**config.mk**
```make
export PLATFORM = sky130hd
export DESIGN_NAME = dma_tx_top
export DESIGN_NICKNAME = d
export VERILOG_FILES = /design/src/logic/dma_tx_pkg.sv /design/src/logic/tx_beat_gen.sv /design/src/logic/tx_sid_fifo.sv /design/src/logic/tcdm_tx_if.sv /design/src/logic/tx_data_buffer.sv /design/src/logic/dma_tx_top.sv
export VERILOG_INCLUDE_DIRS = /design/src /design/src/logic
export SDC_FILE = /design/constraint.sdc
export NUM_CORES = 1
export LEC_CHECK = 0
export BUFFER_PORTS_ARGS = -buffer_cell sky130_fd_sc_hd__buf_2
export CAP_MARGIN = 40
export CORE_MARGIN = 5
export CORE_UTILIZATION = 62
export CTS_CLUSTER_SIZE = 20
export DETAILED_ROUTE_END_ITERATION = 7
export PLACE_DENSITY = 0.82
export SYNTH_ARGS = -nofsm -noshare
export SYNTH_HDL_FRONTEND = slang
export SYNTH_SLANG_ARGS = --single-unit
```
**constraint.sdc**
```tcl
create_clock -name clk_i -period 7.16 [get_ports clk_i]
set_clock_uncertainty 0.05 [all_clocks]
set_input_delay 0.716 -clock clk_i [delete_from_list [all_inputs] [get_ports clk_i]]
set_output_delay 0.716 -clock clk_i [all_outputs]
set_load 0.05 [all_outputs]
```
**src/logic/dma_tx_consts.svh**
```systemverilog
// DMA transmit path constants
`ifndef DMA_TX_CONSTS_SVH
`define DMA_TX_CONSTS_SVH

// ********************************************************************
// Widths
// ********************************************************************

// Stream id carried by every transfer
`define DMA_TX_SID_WIDTH   2
// Word address into the TCDM, 1024 words
`define DMA_TX_ADDR_WIDTH  10
// Beat count of one command, zero stands for 256
`define DMA_TX_LEN_WIDTH   8
// TCDM data word
`define DMA_TX_DATA_WIDTH  32

// ********************************************************************
// Depths
// ********************************************************************

// Tags of reads in flight
`define DMA_TX_SID_DEPTH   2
// Words waiting for the external port
`define DMA_TX_BUF_DEPTH   4

`endif

```
**src/logic/dma_tx_pkg.sv**
```systemverilog
// DMA transmit path types
`default_nettype none

`include "dma_tx_consts.svh"

package dma_tx_pkg;

   // Stream id of a transfer
   typedef logic [`DMA_TX_SID_WIDTH-1:0]  sid_t;

   // TCDM word address
   typedef logic [`DMA_TX_ADDR_WIDTH-1:0] tcdm_addr_t;

   // Beats in one transfer, zero means the full 256
   typedef logic [`DMA_TX_LEN_WIDTH-1:0]  beat_len_t;

   // One data word
   typedef logic [`DMA_TX_DATA_WIDTH-1:0] tx_word_t;

   // Response channel of the TCDM read initiator
   typedef enum logic {TRANS_RUN, TRANS_STALLED} tx_state_e;

   // Beat generator
   typedef enum logic {GEN_IDLE, GEN_BUSY} gen_state_e;

endpackage

`default_nettype wire

```
**src/logic/tx_beat_gen.sv**
```systemverilog
// Transfer command beat generator
`default_nettype none

module tx_beat_gen
   import dma_tx_pkg::*;
(
   input  wire logic       clk_i,
   input  wire logic       rst_ni,

   // Command port
   input  wire logic       cmd_req_i,
   input  wire tcdm_addr_t cmd_addr_i,
   input  wire beat_len_t  cmd_len_i,
   input  wire sid_t       cmd_sid_i,
   output logic            cmd_gnt_o,

   // Beat port toward the TCDM initiator
   output logic            beat_req_o,
   output tcdm_addr_t      beat_addr_o,
   output sid_t            beat_sid_o,
   output logic            beat_eop_o,
   input  wire logic       beat_gnt_i
);

   gen_state_e state_q, state_d;
   beat_len_t  remain_q;
   tcdm_addr_t addr_q;
   sid_t       sid_q;
   logic       beat_take;
   logic       last_beat;

   // Commands are only taken while idle
   assign cmd_gnt_o  = (state_q == GEN_IDLE) && cmd_req_i;

   assign beat_req_o = (state_q == GEN_BUSY);
   assign beat_take  = beat_req_o && beat_gnt_i;

   // One beat left, so the current one closes the packet
   assign last_beat  = (remain_q == beat_len_t'(1));
   assign beat_eop_o = last_beat;

   assign beat_addr_o = addr_q;
   assign beat_sid_o  = sid_q;

   // ********************************************************************
   // Control FSM
   // ********************************************************************

   always_comb
   begin
      state_d = state_q;
      case (state_q)
         GEN_IDLE:
         begin
            if (cmd_gnt_o)
            begin
               state_d = GEN_BUSY;
            end
         end
         GEN_BUSY:
         begin
            // Back to idle once the final beat is granted
            if (beat_take && last_beat)
            begin
               state_d = GEN_IDLE;
            end
         end
         default:
         begin
            state_d = GEN_IDLE;
         end
      endcase
   end

   always_ff @(posedge clk_i or negedge rst_ni)
   begin
      if (!rst_ni)
      begin
         state_q  <= GEN_IDLE;
         remain_q <= '0;
      end
      else
      begin
         state_q <= state_d;
         // A length of zero counts down through 255 and so issues 256 beats
         if (cmd_gnt_o)
         begin
            remain_q <= cmd_len_i;
         end
         else if (beat_take)
         begin
            remain_q <= remain_q - 1'b1;
         end
      end
   end

   // Address and stream id of the running command
   always_ff @(posedge clk_i)
   begin
      if (cmd_gnt_o)
      begin
         addr_q <= cmd_addr_i;
         sid_q  <= cmd_sid_i;
      end
      else if (beat_take)
      begin
         // Wraps at the top of the TCDM
         addr_q <= addr_q + 1'b1;
      end
   end

   // Pending beat keeps its address and id until granted
   a_beat_stable: assert property (@(posedge clk_i) disable iff (!rst_ni)
      beat_req_o && !beat_gnt_i |=> $stable(beat_addr_o) && $stable(beat_sid_o));

endmodule

`default_nettype wire

```
**src/logic/tx_sid_fifo.sv**
```systemverilog
// Read tag queue
`default_nettype none

module tx_sid_fifo
   import dma_tx_pkg::*;
#(
   parameter int DEPTH = 2
)
(
   input  wire logic clk_i,
   input  wire logic rst_ni,

   // Tag of a granted read
   input  wire logic push_i,
   input  wire sid_t push_sid_i,
   input  wire logic push_eop_i,

   // Tag of the word being handed over
   input  wire logic pop_i,
   output sid_t      pop_sid_o,
   output logic      pop_eop_o
);

   localparam int PTR_W = $clog2(DEPTH);
   localparam int CNT_W = $clog2(DEPTH + 1);

   sid_t             sid_mem [DEPTH];
   logic             eop_mem [DEPTH];
   logic [PTR_W-1:0] wr_ptr_q, rd_ptr_q;
   logic [CNT_W-1:0] count_q;
   logic             full, empty;

   // Circular pointer step, also for depths that are no power of two
   function automatic logic [PTR_W-1:0] next_ptr(input logic [PTR_W-1:0] ptr);
      return (ptr == PTR_W'(DEPTH - 1)) ? '0 : ptr + 1'b1;
   endfunction

   assign full      = (count_q == CNT_W'(DEPTH));
   assign empty     = (count_q == '0);
   assign pop_sid_o = sid_mem[rd_ptr_q];
   assign pop_eop_o = eop_mem[rd_ptr_q];

   always_ff @(posedge clk_i or negedge rst_ni)
   begin
      if (!rst_ni)
      begin
         wr_ptr_q <= '0;
         rd_ptr_q <= '0;
         count_q  <= '0;
      end
      else
      begin
         if (push_i)
         begin
            wr_ptr_q <= next_ptr(wr_ptr_q);
         end
         if (pop_i)
         begin
            rd_ptr_q <= next_ptr(rd_ptr_q);
         end
         // Occupancy only moves when exactly one side acts
         if (push_i && !pop_i)
         begin
            count_q <= count_q + 1'b1;
         end
         else if (pop_i && !push_i)
         begin
            count_q <= count_q - 1'b1;
         end
      end
   end

   always_ff @(posedge clk_i)
   begin
      if (push_i)
      begin
         sid_mem[wr_ptr_q] <= push_sid_i;
         eop_mem[wr_ptr_q] <= push_eop_i;
      end
   end

   a_no_push_full: assert property (@(posedge clk_i) disable iff (!rst_ni)
      push_i |-> !full);

   a_no_pop_empty: assert property (@(posedge clk_i) disable iff (!rst_ni)
      pop_i |-> !empty);

endmodule

`default_nettype wire

```
**src/logic/tcdm_tx_if.sv**
```systemverilog
// TCDM read initiator
`default_nettype none

`include "dma_tx_consts.svh"

module tcdm_tx_if
   import dma_tx_pkg::*;
(
   input  wire logic       clk_i,
   input  wire logic       rst_ni,

   // Beat port
   input  wire logic       beat_req_i,
   input  wire tcdm_addr_t beat_addr_i,
   input  wire sid_t       beat_sid_i,
   input  wire logic       beat_eop_i,
   output logic            beat_gnt_o,

   // TCDM read port
   output logic            tcdm_req_o,
   output tcdm_addr_t      tcdm_addr_o,
   input  wire logic       tcdm_gnt_i,
   input  wire tx_word_t   tcdm_r_rdata_i,
   input  wire logic       tcdm_r_valid_i,

   // Synchronization port
   output logic            synch_req_o,
   output sid_t            synch_sid_o,

   // Transmit data port
   output logic            tx_data_req_o,
   output tx_word_t        tx_data_dat_o,
   input  wire logic       tx_data_gnt_i
);

   tx_state_e state_q, state_d;
   tx_word_t  stall_q;
   logic      stall_sample;
   logic      trans_stalled;
   logic      tag_pop;
   sid_t      tag_sid;
   logic      tag_eop;

   // ********************************************************************
   // Request channel
   // ********************************************************************

   // No new read while a word is parked or about to be parked
   assign tcdm_req_o  = beat_req_i && !trans_stalled;
   assign tcdm_addr_o = beat_addr_i;

   // TCDM grant also grants the beat and queues its tag
   assign beat_gnt_o  = tcdm_req_o && tcdm_gnt_i;

   // ********************************************************************
   // Tags of reads in flight
   // ********************************************************************

   tx_sid_fifo #(
      .DEPTH      (`DMA_TX_SID_DEPTH)
   ) u_sid_fifo (
      .clk_i      (clk_i),
      .rst_ni     (rst_ni),
      .push_i     (beat_gnt_o),
      .push_sid_i (beat_sid_i),
      .push_eop_i (beat_eop_i),
      .pop_i      (tag_pop),
      .pop_sid_o  (tag_sid),
      .pop_eop_o  (tag_eop)
   );

   // ********************************************************************
   // Response channel
   // ********************************************************************

   always_comb
   begin
      state_d       = state_q;
      tx_data_req_o = 1'b0;
      tag_pop       = 1'b0;
      stall_sample  = 1'b0;
      trans_stalled = 1'b0;
      case (state_q)
         TRANS_RUN:
         begin
            if (tcdm_r_valid_i)
            begin
               if (tx_data_gnt_i)
               begin
                  // Straight through in the response cycle
                  tx_data_req_o = 1'b1;
                  tag_pop       = 1'b1;
               end
               else
               begin
                  // Buffer full, park the word
                  stall_sample  = 1'b1;
                  trans_stalled = 1'b1;
                  state_d       = TRANS_STALLED;
               end
            end
         end
         TRANS_STALLED:
         begin
            trans_stalled = 1'b1;
            if (tx_data_gnt_i)
            begin
               tx_data_req_o = 1'b1;
               tag_pop       = 1'b1;
               state_d       = TRANS_RUN;
            end
         end
         default:
         begin
            state_d = TRANS_RUN;
         end
      endcase
   end

   always_ff @(posedge clk_i or negedge rst_ni)
   begin
      if (!rst_ni)
      begin
         state_q <= TRANS_RUN;
      end
      else
      begin
         state_q <= state_d;
      end
   end

   // Stall register
   always_ff @(posedge clk_i)
   begin
      if (stall_sample)
      begin
         stall_q <= tcdm_r_rdata_i;
      end
   end

   // Parked word while stalled, live memory data otherwise
   assign tx_data_dat_o = (state_q == TRANS_STALLED) ? stall_q : tcdm_r_rdata_i;

   // End of packet reached the buffer
   assign synch_req_o = tag_pop && tag_eop;
   assign synch_sid_o = synch_req_o ? tag_sid : '0;

   // Memory answers every grant in the next cycle
   a_rvalid_after_gnt: assert property (@(posedge clk_i) disable iff (!rst_ni)
      beat_gnt_o |=> tcdm_r_valid_i);

   // Requests are held back long enough that nothing returns while parked
   a_no_rvalid_stalled: assert property (@(posedge clk_i) disable iff (!rst_ni)
      (state_q == TRANS_STALLED) |-> !tcdm_r_valid_i);

endmodule

`default_nettype wire

```
**src/logic/tx_data_buffer.sv**
```systemverilog
// Transmit output buffer
`default_nettype none

module tx_data_buffer
   import dma_tx_pkg::*;
#(
   parameter int DEPTH = 4
)
(
   input  wire logic     clk_i,
   input  wire logic     rst_ni,

   // Write side from the read path
   input  wire logic     tx_data_req_i,
   input  wire tx_word_t tx_data_dat_i,
   output logic          tx_data_gnt_o,

   // External transmit port
   output logic          ext_req_o,
   output tx_word_t      ext_data_o,
   input  wire logic     ext_gnt_i
);

   localparam int PTR_W = $clog2(DEPTH);
   localparam int CNT_W = $clog2(DEPTH + 1);

   tx_word_t         buf_mem [DEPTH];
   logic [PTR_W-1:0] wr_ptr_q, rd_ptr_q;
   logic [CNT_W-1:0] count_q;
   logic             wr_en, rd_en;

   function automatic logic [PTR_W-1:0] next_ptr(input logic [PTR_W-1:0] ptr);
      return (ptr == PTR_W'(DEPTH - 1)) ? '0 : ptr + 1'b1;
   endfunction

   // Grant is the not-full level
   assign tx_data_gnt_o = (count_q != CNT_W'(DEPTH));

   // Oldest word offered from storage, so no write-through when empty
   assign ext_req_o  = (count_q != '0);
   assign ext_data_o = buf_mem[rd_ptr_q];

   assign wr_en = tx_data_req_i;
   assign rd_en = ext_req_o && ext_gnt_i;

   always_ff @(posedge clk_i or negedge rst_ni)
   begin
      if (!rst_ni)
      begin
         wr_ptr_q <= '0;
         rd_ptr_q <= '0;
         count_q  <= '0;
      end
      else
      begin
         if (wr_en)
         begin
            wr_ptr_q <= next_ptr(wr_ptr_q);
         end
         if (rd_en)
         begin
            rd_ptr_q <= next_ptr(rd_ptr_q);
         end
         if (wr_en && !rd_en)
         begin
            count_q <= count_q + 1'b1;
         end
         else if (rd_en && !wr_en)
         begin
            count_q <= count_q - 1'b1;
         end
      end
   end

   always_ff @(posedge clk_i)
   begin
      if (wr_en)
      begin
         buf_mem[wr_ptr_q] <= tx_data_dat_i;
      end
   end

   a_no_write_full: assert property (@(posedge clk_i) disable iff (!rst_ni)
      tx_data_req_i |-> tx_data_gnt_o);

endmodule

`default_nettype wire

```
**src/logic/dma_tx_top.sv**
```systemverilog
// DMA transmit read path
`default_nettype none

`include "dma_tx_consts.svh"

module dma_tx_top
   import dma_tx_pkg::*;
(
   input  wire logic       clk_i,
   input  wire logic       rst_ni,

   // Command port
   input  wire logic       cmd_req_i,
   input  wire tcdm_addr_t cmd_addr_i,
   input  wire beat_len_t  cmd_len_i,
   input  wire sid_t       cmd_sid_i,
   output logic            cmd_gnt_o,

   // TCDM read port
   output logic            tcdm_req_o,
   output tcdm_addr_t      tcdm_addr_o,
   input  wire logic       tcdm_gnt_i,
   input  wire tx_word_t   tcdm_r_rdata_i,
   input  wire logic       tcdm_r_valid_i,

   // Synchronization port
   output logic            synch_req_o,
   output sid_t            synch_sid_o,

   // External transmit port
   output logic            ext_req_o,
   output tx_word_t        ext_data_o,
   input  wire logic       ext_gnt_i
);

   // Beat port
   logic       beat_req;
   tcdm_addr_t beat_addr;
   sid_t       beat_sid;
   logic       beat_eop;
   logic       beat_gnt;

   // Transmit data port
   logic       tx_data_req;
   tx_word_t   tx_data_dat;
   logic       tx_data_gnt;

   tx_beat_gen u_beat_gen (
      .clk_i       (clk_i),
      .rst_ni      (rst_ni),
      .cmd_req_i   (cmd_req_i),
      .cmd_addr_i  (cmd_addr_i),
      .cmd_len_i   (cmd_len_i),
      .cmd_sid_i   (cmd_sid_i),
      .cmd_gnt_o   (cmd_gnt_o),
      .beat_req_o  (beat_req),
      .beat_addr_o (beat_addr),
      .beat_sid_o  (beat_sid),
      .beat_eop_o  (beat_eop),
      .beat_gnt_i  (beat_gnt)
   );

   tcdm_tx_if u_tcdm_tx_if (
      .clk_i          (clk_i),
      .rst_ni         (rst_ni),
      .beat_req_i     (beat_req),
      .beat_addr_i    (beat_addr),
      .beat_sid_i     (beat_sid),
      .beat_eop_i     (beat_eop),
      .beat_gnt_o     (beat_gnt),
      .tcdm_req_o     (tcdm_req_o),
      .tcdm_addr_o    (tcdm_addr_o),
      .tcdm_gnt_i     (tcdm_gnt_i),
      .tcdm_r_rdata_i (tcdm_r_rdata_i),
      .tcdm_r_valid_i (tcdm_r_valid_i),
      .synch_req_o    (synch_req_o),
      .synch_sid_o    (synch_sid_o),
      .tx_data_req_o  (tx_data_req),
      .tx_data_dat_o  (tx_data_dat),
      .tx_data_gnt_i  (tx_data_gnt)
   );

   // Output buffer depth from the shared constants
   tx_data_buffer #(
      .DEPTH         (`DMA_TX_BUF_DEPTH)
   ) u_data_buffer (
      .clk_i         (clk_i),
      .rst_ni        (rst_ni),
      .tx_data_req_i (tx_data_req),
      .tx_data_dat_i (tx_data_dat),
      .tx_data_gnt_o (tx_data_gnt),
      .ext_req_o     (ext_req_o),
      .ext_data_o    (ext_data_o),
      .ext_gnt_i     (ext_gnt_i)
   );

endmodule

`default_nettype wire

```
==> results.yml <==
clock_tree:
  post-cts-setup-buffers: 0
  clock_latency_ps: 420
  clock_path_buffers: 2
  clockRootBuffer: "clkbuf_16"
  clock_sinks: 197
  ctsHoldBuffers: 0
  htree_levels: 4
  clkSlewWorstSetupHoldPaths_ps: 60
  cts_resized: 0
  cts_inserted_buffers: 17
  tritoncts: "done"
yosys:
  synth_seq_cells: 197
  synth_area_um2: 7910
  synthTopCellsByArea: "edfxtp_1 (68%), mux4_2 (9.1%), dfrtp_1 (6.0%), mux2_2 (5.1%), xnor2_1 (1.7%)"
  synth_edf_count: 178
  synth.avg_cell_area_um2: 19.0
  synth_warnings: 0
  synth.distinct_cells: 37
  yosysMostFrequentCell: "edfxtp_1"
  yosysTopAreaCell: "edfxtp_1"
  synthArstFlopShare_pct: 9.64
  ys_seq_area_share_pct: 73.6
  synth_common_cells: "edfxtp_1 (178), mux2_2 (36), mux4_2 (32)"
  synth_top_area_share_pct: 67.6
  syn_nets: 484
  synthCells: 416
  ys.flop_type: "edfxtp_1"
global_routing:
  grt_max_degree: 37
  grt_pass1_vias: 4203
  grt_pass1_wl_mm: 21.9
  track_usage_pct: 19.8
  antenna_found_initial: 0
  globalRoute.totalOverflow: 0
timing:
  post-route-min-period_ps: 3480
  worst_pin_slew_ps: 878
  fmax_mhz: 287
  fin_setup_tns_ps: 0
  period_share_pct: 48.6
  setup_viol: 0
  grt_setup_unrepaired: "false"
  hold_viol: 0
  drv_slew: 0
  slew_headroom_pct: 41.5
floorplanning:
  die-area_um2: 15100
  ios: 106
  chipWidth_um: 123
  start_util_pct: 62.9
  die_y_um: 123
  std_cell_rows: 41
  coreArea_um2: 12600
layout:
  seq_area_um2: 5820
  n_fill_cell: 708
  diodes: 0
  fin_cells: 713
  drive_gt1_share_pct: 41.6
  area_delta_synth_final_pct: 17.0
  multi_input_area_um2: 1990
  fin_nets: 596
critical_path:
  cpMostUsedCell: "nor2_1"
  crit_path_start: "u_tcdm_tx_if.state_q"
  path_buf_inv: 1
  r2r-start: "u_tcdm_tx_if.state_q"
  cp_cell_sequence: "nor2_1 > a21oi_1 > nand2_1 > nor2_1 > buf_2"
  cp-start-kind: "register"
  critical_path.max_fanout: 36
  r2r_slack_ps: 4170
  path_delay_family: "flip-flops"
  worst_setup_path_end_kind: "output port"
  cp_slowest_cell: "dfrtp_2"
  slowest_delay_ps: 940
  worstPathRequired_ps: 6390
  worstPathArrival_ps: 2710
  critical_path_class: "reg -> out"
routing:
  drt-initial-drc-count: 292
  num_vias: 4004
  postRouteAntennaNets: 0
  viasPerCell: 5.62
  wire_per_inst_um: 19.3
  finalWirelength_mm: 13.8
  drc: 0
  firstDrtPassIters: 4
power_and_ir_drop:
  power_mw: 4.37
  cellLeakagePower_nw: 3.27
  p_per_area_nw_per_um2: 472
  peakVddDrop_uv: 296
min_path:
  holdCritPathClass: "in -> async"
outcome:
  outcome: "complete, no violations"
placement:
  io_buffers: 105
  dpl.cell_count: 681
  gp_congestion: 0.791
  place_hpwl_mm: 8.95
flow_run:
  drv_cap: 0
[flip-flops by register name, indices dropped and copies added (netlist names)]
signal / cells
u_beat_gen.beat_addr_o: 10
u_beat_gen.beat_req_o: 1
u_beat_gen.beat_sid_o: 2
u_beat_gen.remain_q: 8
u_data_buffer.buf_mem: 128
u_data_buffer.count_q: 3
u_data_buffer.rd_ptr_q: 2
u_data_buffer.wr_ptr_q: 2
u_tcdm_tx_if.stall_q: 32
u_tcdm_tx_if.state_q: 1
u_tcdm_tx_if.u_sid_fifo.eop_mem: 2
u_tcdm_tx_if.u_sid_fifo.rd_ptr_q: 1
u_tcdm_tx_if.u_sid_fifo.sid_mem: 4
u_tcdm_tx_if.u_sid_fifo.wr_ptr_q: 1
[layout make-up]
class                   count  share of cell area, %
clock buffers              17                   4.60
clock inverters            15                   2.01
inverters                   9                  0.365
multi-input cells         193                   21.6
flip-flops and latches    197                   62.9
well taps                 172                   2.33
repair buffers            110                   6.19
[per-layer routing]
metal  track usage, %  part of all wire (%)
met5                0                     0
met4             8.26                   2.0
met3             5.81                   7.0
met2             32.4                    51
met1             25.1                    40
[path summary, 6_finish.rpt]
kind | end | depth (start not counted)
hold / removal | u_beat_gen.remain_q[0] | 1
min in group clk_i | u_tcdm_tx_if.u_sid_fifo.sid_mem[0][0] | 0
setup reg to reg | u_data_buffer.buf_mem[2][22] | 3
setup / recovery | synch_sid_o[1] | 5
hold reg to reg | u_tcdm_tx_if.u_sid_fifo.sid_mem[0][0] | 0
max in group asynchronous | u_tcdm_tx_if.state_q | 1
[power breakdown]
part | leakage (nW) | total, mW | internal (mW) | switching, mW
Sequential | 1.86 | 1.82 | 1.61 | 0.207
Clock | 0.297 | 0.973 | 0.581 | 0.393
Combinational | 1.12 | 1.57 | 0.519 | 1.05
[cells in the final DEF, fill, tap and decap left out, drive strengths merged]
cell type  synthesis  routed
xnor2             15      15
xor2               5       5
clkbuf             8      17
nor4b              2       2
dfrtp             19      19
nor4               4       4
or3b               1       1
mux2              36      36
nand2b             1       1
nand3              3       3
a21oi              5       5
mux2i              2       2
nor4bb             1       1
edfxtp           178     178
fa                 1       1
o21ai             16      16
or4                1       1
bufinv             0       4
clkinvlp           0       2
mux4              32      32
or3                3       3
nor3b              4       4
or2                2       2
nor2              14      14
ha                 9       9
clkinv             1       9
and2               5       5
inv                8       9
and3               1       1
a21o               2       2
nand2             23      23
nand4              1       1
buf                9     110
nand3b             1       1
nor3               3       3
[kinds of logic after synthesis]
logic type,count (synthesis),synth area share [%]
adders and majority gates,10,1.68
xor gates and xnor gates,20,2.22
and+or+nand+nor,70,5.06
muxes,70,14.5
buffers and inverters,26,1.36
DFF,197,73.6
AOI/OAI and AO/OA,23,1.57
[metrics by stage]
| stage | hold slack [ps] | setup WS (ps) | util (%) | instance area [µm²] |
|---|---|---|---|---|
| 2_1_floorplan | 370 | 3490 | - | 7910 |
| 6_report | 177 | 3680 | 73.6 | 9250 |
| 3_3_place_gp | 401 | 4240 | 68.6 | 8620 |
| 4_1_cts | 171 | 3630 | 73.6 | 9250 |
| 3_5_place_dp | 396 | 4120 | 68.8 | 8640 |
| 5_1_grt | 201 | 3410 | 73.6 | 9250 |
Note: power is estimated with default switching activity, not from simulation.
